`src/rtl/i2c_consts.svh`:
```
`ifndef I2C_CONSTS_SVH
`define I2C_CONSTS_SVH

// clk cycles per quarter of an SCL period, so one bit slot is four quarters
`define I2C_QUARTER_CYCLES 5

// Field widths on the host side
`define I2C_ADDR_BITS 7
`define I2C_DATA_BITS 8

`endif

```
`src/rtl/i2c_pkg.sv`:
```
`include "i2c_consts.svh"

package i2c_pkg;

    typedef logic [`I2C_ADDR_BITS-1:0] i2c_addr_t;    // 7-bit slave address
    typedef logic [`I2C_DATA_BITS-1:0] i2c_data_t;    // Write or read byte
    typedef logic [3:0]                i2c_bitcnt_t;  // Bit position in a byte
    typedef logic [1:0]                i2c_quarter_t; // SCL quarter 0..3

    // Byte engine states, one per bus slot type
    typedef enum logic [3:0] {
        IDLE,
        START,
        ADDR,
        ADDR_ACK,
        WRITE,
        WRITE_ACK,
        READ,
        READ_NACK,
        STOP,
        DONE
    } i2c_state_t;

endpackage

```
`src/rtl/i2c_phase_if.sv`:
```
`timescale 1ns/1ps

// SCL phase information from the timing generator to the byte engine
interface i2c_phase_if ();

    logic run;           // Engine wants SCL running
    logic scl_high;      // Wanted SCL level
    logic tick_change;   // Middle of the low half
    logic tick_sample;   // Middle of the high half
    logic tick_slot_end; // Last cycle of the bit slot

    modport gen (
        input  run,
        output scl_high,
        output tick_change,
        output tick_sample,
        output tick_slot_end
    );

    modport eng (
        output run,
        input  scl_high,
        input  tick_change,
        input  tick_sample,
        input  tick_slot_end
    );

endinterface

```
`src/rtl/i2c_scl_gen.sv`:
```
`timescale 1ns/1ps
`include "i2c_consts.svh"

module i2c_scl_gen
    import i2c_pkg::*;
(
    input  logic     clk,
    input  logic     rst,
    i2c_phase_if.gen ph
);

    // Wide enough for the quarter length, at least one bit
    localparam int QCNT_W = $clog2(`I2C_QUARTER_CYCLES + 1);

    logic [QCNT_W-1:0] qcnt;
    i2c_quarter_t      quarter;
    logic              q_end;

    assign q_end = (qcnt == QCNT_W'(`I2C_QUARTER_CYCLES - 1));

    // Quarter counter and quarter index, parked at zero while stopped
    always_ff @(posedge clk or posedge rst) begin
        if (rst) begin
            qcnt    <= '0;
            quarter <= '0;
        end else if (!ph.run) begin
            qcnt    <= '0;
            quarter <= '0;
        end else if (q_end) begin
            qcnt    <= '0;
            quarter <= quarter + 2'd1; // Wraps into the next slot
        end else begin
            qcnt <= qcnt + 1'b1;
        end
    end

    // Quarters 0 and 1 low, 2 and 3 high
    assign ph.scl_high = quarter[1];

    // Strobes at the ends of quarters 0, 2 and 3
    assign ph.tick_change   = ph.run && q_end && (quarter == 2'd0);
    assign ph.tick_sample   = ph.run && q_end && (quarter == 2'd2);
    assign ph.tick_slot_end = ph.run && q_end && (quarter == 2'd3);

endmodule

```
`src/rtl/i2c_byte_engine.sv`:
```
`timescale 1ns/1ps
`include "i2c_consts.svh"

module i2c_byte_engine
    import i2c_pkg::*;
(
    input  logic      clk,
    input  logic      rst,
    i2c_phase_if.eng  ph,
    input  logic      req,
    input  logic      rw,
    input  i2c_addr_t addr,
    input  i2c_data_t wdata,
    output logic      ack,
    output i2c_data_t rdata,
    output logic      nack,
    output logic      sda_pull,
    input  logic      sda_in
);

    localparam i2c_bitcnt_t LAST_BIT = i2c_bitcnt_t'(`I2C_DATA_BITS - 1);
    localparam int          MSB      = `I2C_DATA_BITS - 1;

    i2c_state_t  state;
    i2c_bitcnt_t bitcnt;
    i2c_data_t   shreg;   // Address+rw, then write byte or read byte
    i2c_data_t   wdata_q;
    logic        rw_q;
    logic        start_req;
    logic        shift_out;
    logic        shift_in;

    // New request only once the previous ack has been dropped
    assign start_req = (state == IDLE) && req && !ack;

    assign shift_out = ph.tick_change && ((state == ADDR) || (state == WRITE));
    assign shift_in  = ph.tick_sample && (state == READ);

    // SCL runs for every slot between IDLE and DONE
    assign ph.run = (state != IDLE) && (state != DONE);

    // Transaction FSM, advancing on slot ends
    always_ff @(posedge clk or posedge rst) begin
        if (rst) begin
            state    <= IDLE;
            bitcnt   <= '0;
            rw_q     <= 1'b0;
            ack      <= 1'b0;
            nack     <= 1'b0;
            sda_pull <= 1'b0;
            rdata    <= '0;
        end else begin
            case (state)
                IDLE: begin
                    if (start_req) begin
                        rw_q  <= rw;
                        nack  <= 1'b0;
                        state <= START;
                    end
                end

                START: begin
                    // SDA falls while SCL is high
                    if (ph.tick_sample)
                        sda_pull <= 1'b1;
                    if (ph.tick_slot_end) begin
                        bitcnt <= LAST_BIT;
                        state  <= ADDR;
                    end
                end

                ADDR, WRITE: begin
                    if (ph.tick_change)
                        sda_pull <= ~shreg[MSB]; // Pull low for a zero bit
                    if (ph.tick_slot_end) begin
                        if (bitcnt == '0)
                            state <= (state == ADDR) ? ADDR_ACK : WRITE_ACK;
                        else
                            bitcnt <= bitcnt - 1'b1;
                    end
                end

                ADDR_ACK, WRITE_ACK: begin
                    if (ph.tick_change)
                        sda_pull <= 1'b0;        // Let the slave answer
                    if (ph.tick_sample && sda_in)
                        nack <= 1'b1;            // No acknowledge seen
                    if (ph.tick_slot_end) begin
                        bitcnt <= LAST_BIT;
                        // A missed address ack skips the data byte
                        if ((state == WRITE_ACK) || nack)
                            state <= STOP;
                        else if (rw_q)
                            state <= READ;
                        else
                            state <= WRITE;
                    end
                end

                READ: begin
                    if (ph.tick_change)
                        sda_pull <= 1'b0;
                    if (ph.tick_slot_end) begin
                        if (bitcnt == '0) begin
                            rdata <= shreg;      // All bits already shifted in
                            state <= READ_NACK;
                        end else begin
                            bitcnt <= bitcnt - 1'b1;
                        end
                    end
                end

                READ_NACK: begin
                    // Single byte read, so SDA stays released as NACK
                    if (ph.tick_change)
                        sda_pull <= 1'b0;
                    if (ph.tick_slot_end)
                        state <= STOP;
                end

                STOP: begin
                    if (ph.tick_change)
                        sda_pull <= 1'b1;        // Low before SCL rises
                    if (ph.tick_sample)
                        sda_pull <= 1'b0;        // SDA rises while SCL is high
                    if (ph.tick_slot_end) begin
                        ack   <= 1'b1;
                        state <= DONE;
                    end
                end

                DONE: begin
                    // Hold ack until the host lets go of req
                    if (!req) begin
                        ack   <= 1'b0;
                        state <= IDLE;
                    end
                end

                default: state <= IDLE;
            endcase
        end
    end

    // Shift register and captured write byte
    always_ff @(posedge clk) begin
        if (start_req) begin
            shreg   <= {addr, rw};
            wdata_q <= wdata;
        end else if (shift_out) begin
            shreg <= {shreg[MSB-1:0], 1'b0};
        end else if (shift_in) begin
            shreg <= {shreg[MSB-1:0], sda_in}; // MSB first
        end else if (ph.tick_slot_end && (state == ADDR_ACK)) begin
            shreg <= wdata_q;
        end
    end

endmodule

```
`src/rtl/i2c_master_top.sv`:
```
`timescale 1ns/1ps

module i2c_master_top
    import i2c_pkg::*;
(
    input  logic      clk,
    input  logic      rst,
    // Host side
    input  logic      req,
    input  logic      rw,
    input  i2c_addr_t addr,
    input  i2c_data_t wdata,
    output logic      ack,
    output i2c_data_t rdata,
    output logic      nack,
    // Bus side, 1 on a pull means drive low
    output logic      scl_pull,
    input  logic      scl_in,   // Observation only, no clock stretching
    output logic      sda_pull,
    input  logic      sda_in
);

    i2c_phase_if ph ();

    i2c_scl_gen i2c_scl_gen_i (
        .clk (clk),
        .rst (rst),
        .ph  (ph)
    );

    i2c_byte_engine i2c_byte_engine_i (
        .clk      (clk),
        .rst      (rst),
        .ph       (ph),
        .req      (req),
        .rw       (rw),
        .addr     (addr),
        .wdata    (wdata),
        .ack      (ack),
        .rdata    (rdata),
        .nack     (nack),
        .sda_pull (sda_pull),
        .sda_in   (sda_in)
    );

    // SCL released whenever the engine is not running
    assign scl_pull = ph.run & ~ph.scl_high;

endmodule

```
`config.mk`:
```
export PLATFORM = sky130hd
export DESIGN_NAME = i2c_master_top
export DESIGN_NICKNAME = d
export VERILOG_FILES = /design/src/rtl/i2c_pkg.sv /design/src/rtl/i2c_phase_if.sv /design/src/rtl/i2c_scl_gen.sv /design/src/rtl/i2c_byte_engine.sv /design/src/rtl/i2c_master_top.sv
export VERILOG_INCLUDE_DIRS = /design/src /design/src/rtl
export SDC_FILE = /design/constraint.sdc
export NUM_CORES = 1
export LEC_CHECK = 0
export ABC_AREA = 0
export BUFFER_PORTS_ARGS = -buffer_cell sky130_fd_sc_hd__buf_2
export CORE_MARGIN = 3
export CORE_UTILIZATION = 56
export DETAILED_ROUTE_END_ITERATION = 12
export MAX_ROUTING_LAYER = met4
export PLACE_DENSITY = 0.8
export SLEW_MARGIN = 30
export SYNTH_ARGS = -nofsm -noshare
export SYNTH_HDL_FRONTEND = slang
export SYNTH_SLANG_ARGS = --single-unit
```
`constraint.sdc`:
```
create_clock -name clk -period 2.5 [get_ports clk]
set_clock_uncertainty 0.05 [all_clocks]
set_input_delay 0.125 -clock clk [delete_from_list [all_inputs] [get_ports clk]]
set_output_delay 0.125 -clock clk [all_outputs]
set_load 0.01 [all_outputs]
```
### Word-level counts from Yosys, hierarchy flattened

Cells that the tools add are included.

* logic and storage cells: 122
* output and inout bits: 12
* bits in registers: 41
* input port bits: 21

* bitwise gates (word level): 3
* add/subtract/negate cells: 3
* equality and inequality tests: 32
* reduce and logical (&&, ||, !) cells: 35
* muxes and demuxes: 38

Operator list (number)
* 2-to-1 mux 4 bit: 14
* 2-to-1 mux 8 bit: 4
* case mux 4 bit (8 select lines): 1
* inequality test 2 x 1 -> 1 bit (second input constant): 14
* == test 4 x 3 -> 1 bit (second input constant): 4
* nonzero test 4 bit: 3
* logical AND 1 bit: 11
* AND reduction 10 bit: 1
* 2-to-1 mux 1 bit: 9
* 2-to-1 mux 3 bit: 3
* AND reduction 3 bit: 3
* == test 4 x 2 -> 1 bit (second input constant): 2
* == test 4 bit (second input constant): 2
* logical NOT 4 bit: 2
* inequality test 2 bit (second input constant): 4
* case mux 4 bit (2 select lines): 1
* 2-to-1 mux 2 bit: 3
* nonzero test 2 bit: 3
* OR reduction 3 bit: 2
* AND reduction 5 bit: 1
* == test 2 bit (second input constant): 2
* == test 4 x 1 -> 1 bit (second input constant): 1
* inequality test 4 bit (second input constant): 1
* case mux 1 bit (2 select lines): 2
* other kinds (15): 18

### Depth between registers and ports, before layout

* word-level depth: 9
* mapped depth: 8
* gate-level depth less buffers: 7

### By module

From an unflattened synthesis, not the netlist that was laid out.

* cells, all modules: 192
* area total of the unflattened synthesis: 2100.8 um^2

Modules (own cells, without submodules)
* i2c_byte_engine: seq. area each 980.9 um^2, times used 1, cells an instance 160, area each 1785.5 um^2
* i2c_scl_gen: seq. area each 125.1 um^2, times used 1, cells an instance 31, area each 301.5 um^2
* i2c_master_top: seq. area each 0.0 um^2, times used 1, cells an instance 1, area each 13.8 um^2

### Worst setup path before layout

Ideal clock, no wire load.

* kind: reg-to-reg
* from: register i2c_scl_gen_i.quarter[0]
* to: register i2c_byte_engine_i.shreg[0] (enable)
* clock period less this slack: 1.964 ns
* cell stages (with the launch flop): 7
* path slack: 0.536 ns
* arrival time: 1.584 ns
* required time: 2.119 ns
* library setup time: 0.331 ns
* buffers on the path: 0
* cells stage by stage: dfrtp_1 -> inv_1 -> ha_1 -> mux2_2 -> a22o_1 -> nand4_2 -> nand3_1

* longest elaborated chain between the ends: 4
* elaborated cells between the ends (all ways): 10
* classes of those cells: eq/ne: 2; reduce/logical: 8

Ends and longest elaborated chain
* start: declaration: line i2c_scl_gen.sv:16 `i2c_quarter_t quarter;`
* start signal: assignment: line i2c_scl_gen.sv:31 `quarter <= quarter + 2'd1;`
* == test 2 bit (tied with other cells): line i2c_scl_gen.sv:43 `assign ph.tick_slot_end = ph.run && q_end && (quarter == 2'd3);`
* logical AND 1 bit (on tied branches): line i2c_scl_gen.sv:43, i2c_scl_gen.sv:41, i2c_scl_gen.sv:42
* logical AND 1 bit (on tied branches): line i2c_byte_engine.sv:154, i2c_byte_engine.sv:36, i2c_byte_engine.sv:37
* nonzero test 4 bit (no line) *
* end signal: assignment: line i2c_byte_engine.sv:151 `shreg <= {shreg[MSB-1:0], 1'b0};`
* end signal: assignment: line i2c_byte_engine.sv:153 `shreg <= {shreg[MSB-1:0], sda_in};`
* end signal: assignment: line i2c_byte_engine.sv:155 `shreg <= wdata_q;`
* end: declaration: line i2c_byte_engine.sv:26 `i2c_data_t shreg;`

Every way passes the cells marked *; elsewhere a longest branch is shown, timed or not.
A chain may end at the register's enable or synchronous reset.

### Worst setup path in the final report

* from: register i2c_byte_engine_i.state[2]
* to: register i2c_byte_engine_i.rdata[2]

* longest elaborated chain between the ends: 5
* elaborated cells between the ends (all ways): 7
* classes of those cells: eq/ne: 2; reduce/logical: 5

Ends and longest elaborated chain
* start: declaration: line i2c_byte_engine.sv:24 `i2c_state_t state;`
* start signal: assignment: line i2c_byte_engine.sv:77 `state <= (state == ADDR) ? ADDR_ACK : WRITE_ACK;`
* inequality test 4 bit / nonzero test 4 bit (equally long branches): line i2c_byte_engine.sv:40 `assign ph.run = (state != IDLE) && (state != DONE);`
* logical AND 1 bit: line i2c_byte_engine.sv:40
* logical AND 1 bit (2 in a row): line i2c_scl_gen.sv:43
* AND reduction 3 bit (no line) *
* end signal: assignment: line i2c_byte_engine.sv:105 `rdata <= shreg;`
* end: declaration: line i2c_byte_engine.sv:15 `output i2c_data_t rdata,`

Marks and branches as above.

==> flow_summary.ini <==
[clocking]
clkLatencyLatePin_ns = 0.29
numCtsBuffers = 5
clock_path_buffers = 2
cts-htree-levels = 2
clockRootBuffer = clkbuf_8
cts_tree = done
numClockSinks = 41
cts_setup_buffers = 0
clk_pin_slew_ns = 0.08

[critical_path]
critPathRequiredTime_ns = 2.63
critPathLaunch = i2c_byte_engine_i.state[2]
critPathLaunchType = register
setup.worst_path.end = i2c_byte_engine_i.rdata[2]
r2r_start = i2c_byte_engine_i.state[2]
worst-setup-path-type = register to register
critPathArrivalTime_ns = 2.25
r2r_cells = 5
r2r_slack_ns = 0.38
r2r-end = i2c_byte_engine_i.rdata[2]
worst-path-max-fanout = 12
endpoint_kind = register

[drt]
drt_iter0_markers = 120
wl_mm = 4.30
wl_met1_mm = 1.86
wl_met3_um = 230
dr.pass1.iters = 4
vias_per_cell = 5.62
vias = 1567
drt.antenna.violating_nets = 0
drc = 0
wl_per_cell_um = 15.4
top_layer = met4
met2WireLength_mm = 2.16

[synthesis]
synth_compound_area_frac = 0.114
synthesis.area_mm2 = 0.00207
synthAdderAreaFrac = 0.0363
syn_nets = 215
synth-simple-area-share = 0.170
syn_inst = 188
synthMuxAreaShare = 0.0939
synth_seq_area_share = 0.535
ys_seq_elements = 41
ys_types = 43
yosysWarnings = 0
synth_top_family_by_area = simple AND/OR/NAND/NOR gates
avgSynthCellArea_um2 = 11.0
synth_xor_area_frac = 0.00848

[timing]
fin_crit_sh = 0.846
setup_viol = 0
timing_hold_violations_final = 0
fin_setup_tns_ns = 0
post-route-min-period_ns = 2.12
tightest_slew_ns = 0.517
slew_viol_final = 0
relSlewSlack = 0.655
fmax_mhz = 473
rsz0062_at_grt = no

[finish]
final_common_cell = buf_2
drive_gt1_frac = 0.262
final_cell_mix = buf_2, dfrtp_1, nand2_1, nor2_1, edfxtp_1
area_delta_synth_final_pct = 19.6
antenna_cells = 0
final_nets = 259
finalNonFillerCells = 279

[grt]
grt_use_total = 0.224
gr-total-overflow = 0
grt_max_degree = 26
grt_pass1_vias = 1538
antenna_found_initial = 0
grt_pass1_wl_mm = 7.11

[power_and_ir_drop]
ir_drop_mv = 0.489
swShare = 0.260
combPwrFrac = 0.132
power.leakage_nw = 1.13
intPower_mw = 1.10
power.density_mw_per_mm2 = 600
power_switching_mw = 0.385
pwr-share-clk = 0.356
seqPwrFrac = 0.512

[placement]
io_buffers = 31
hpwl_mm = 2.95
gp_congestion = 0.815
placed_cells = 261

[die]
core_area_mm2 = 0.00344
start_util = 0.600
die_y_um = 66.7
dieWidth_um = 66.7
rows = 21
io_pins = 33
dieArea_mm2 = 0.00445

[hold_path]
hold_class = input port to register

[run]
maxCapViolations = 0

[run_status]
status = complete, no violations
cells by family after synthesis:
family,after synthesis
AOI/OAI and AO/OA,39
xor gates and xnor gates,2
adders and majority gates,6
buffers and inverters,18
DFF,41
muxes,18
and+or+nand+nor,64
worst min-delay path by stage:
stage | cells after the start | endpoint | slack, ns | from
after floorplan | 1 | i2c_byte_engine_i.ack | 0.10 | rst
after global placement | 1 | i2c_byte_engine_i.wdata_q[0] | 0.25 | wdata[0]
after detailed placement | 1 | i2c_byte_engine_i.wdata_q[4] | 0.25 | wdata[4]
after CTS | 2 | i2c_byte_engine_i.rdata[7] | 0.003 | rst
after global routing | 3 | i2c_byte_engine_i.ack | 0.1 | req
final | 3 | i2c_byte_engine_i.ack | 0.08 | req
synthesized netlist by cell type, drive strengths merged:
master	instances	area share
nor3	4	0.015
xnor2	1	0.0042
nand3	4	0.0097
nor3b	2	0.0073
nand2	16	0.029
ha	6	0.036
inv	10	0.018
mux2i	7	0.034
a211oi	1	0.0036
a21oi	15	0.036
nand2b	4	0.012
a32o	1	0.0048
edfxtp	16	0.23
o31ai	3	0.011
nand4	4	0.022
nor2	18	0.035
nor2b	3	0.0091
clkbuf	3	0.0055
a22o	1	0.0042
o31a	1	0.0042
mux2	11	0.060
buf	5	0.018
and3	2	0.0061
a31oi	4	0.012
or2	1	0.0030
and2	2	0.0061
o21ai	10	0.026
o211ai	1	0.0036
nor4	1	0.0030
nor4b	1	0.0042
o2bb2ai	1	0.0042
dfrtp	25	0.30
xor2	1	0.0042
and2b	2	0.0079
a32oi	1	0.0042
registers in the layout, summed over array words and instances, names as in the netlist, 2 cells and up:
name,flops
i2c_byte_engine_i.shreg,8
i2c_scl_gen_i.qcnt,3
i2c_byte_engine_i.state,4
i2c_scl_gen_i.quarter,2
i2c_byte_engine_i.wdata_q,8
i2c_byte_engine_i.bitcnt,4
i2c_byte_engine_i.rdata,8
area by class of cell:
cell class,count,area (µm²)
multi-input cells,129,875
repair buffers,45,285
clock inverters,3,41.3
flip-flops and latches,41,1110
well taps,46,57.6
inverters,10,37.5
clock buffers,5,68.8
fillers,254,971
power by group through the flow:
stage          sequential, mW  combinational [mW]  clock, mW
6_report                0.759               0.196      0.528
5_1_grt                 0.764               0.222      0.566
4_1_cts                 0.758               0.194      0.537
3_5_place_dp            0.773               0.179          0
3_3_place_gp            0.771               0.171          0
2_1_floorplan           0.752               0.151          0
metal layers:
| metal | global-route usage | vias to the layer above |
|---|---|---|
| li1 | - | 762 |
| met1 | 0.281 | 748 |
| met2 | 0.368 | 50 |
| met3 | 0.0506 | 7 |
| met4 | 0.0609 | 0 |
| met5 | - | - |
critical path, cell delays in order, from the launching register on:
cell and delay (ns):
dfrtp_1 0.51, or2_1 0.41, nor3_4 0.37, nor2_2 0.13
nand4_4 0.17, mux2_2 0.35
through the flow:
step / worst slack (ns) / total power [mW] / area (µm²) / utilization / hold slack, ns
after floorplan: 0.536 / 0.903 / 2070 / - / 0.102
after global placement: 0.471 / 0.941 / 2260 / 0.657 / 0.251
after detailed placement: 0.402 / 0.952 / 2260 / 0.657 / 0.254
after CTS: 0.383 / 1.49 / 2460 / 0.715 / 0.00270
after global routing: 0.257 / 1.55 / 2470 / 0.718 / 0.0962
final: 0.384 / 1.48 / 2470 / 0.718 / 0.0849
timing repair:
action                                 CTS  global route
endpoints found under the hold margin    9            25
gates resized for setup                  0             0
hold buffers                             9             1
Note: power is estimated with default switching activity, not from simulation.
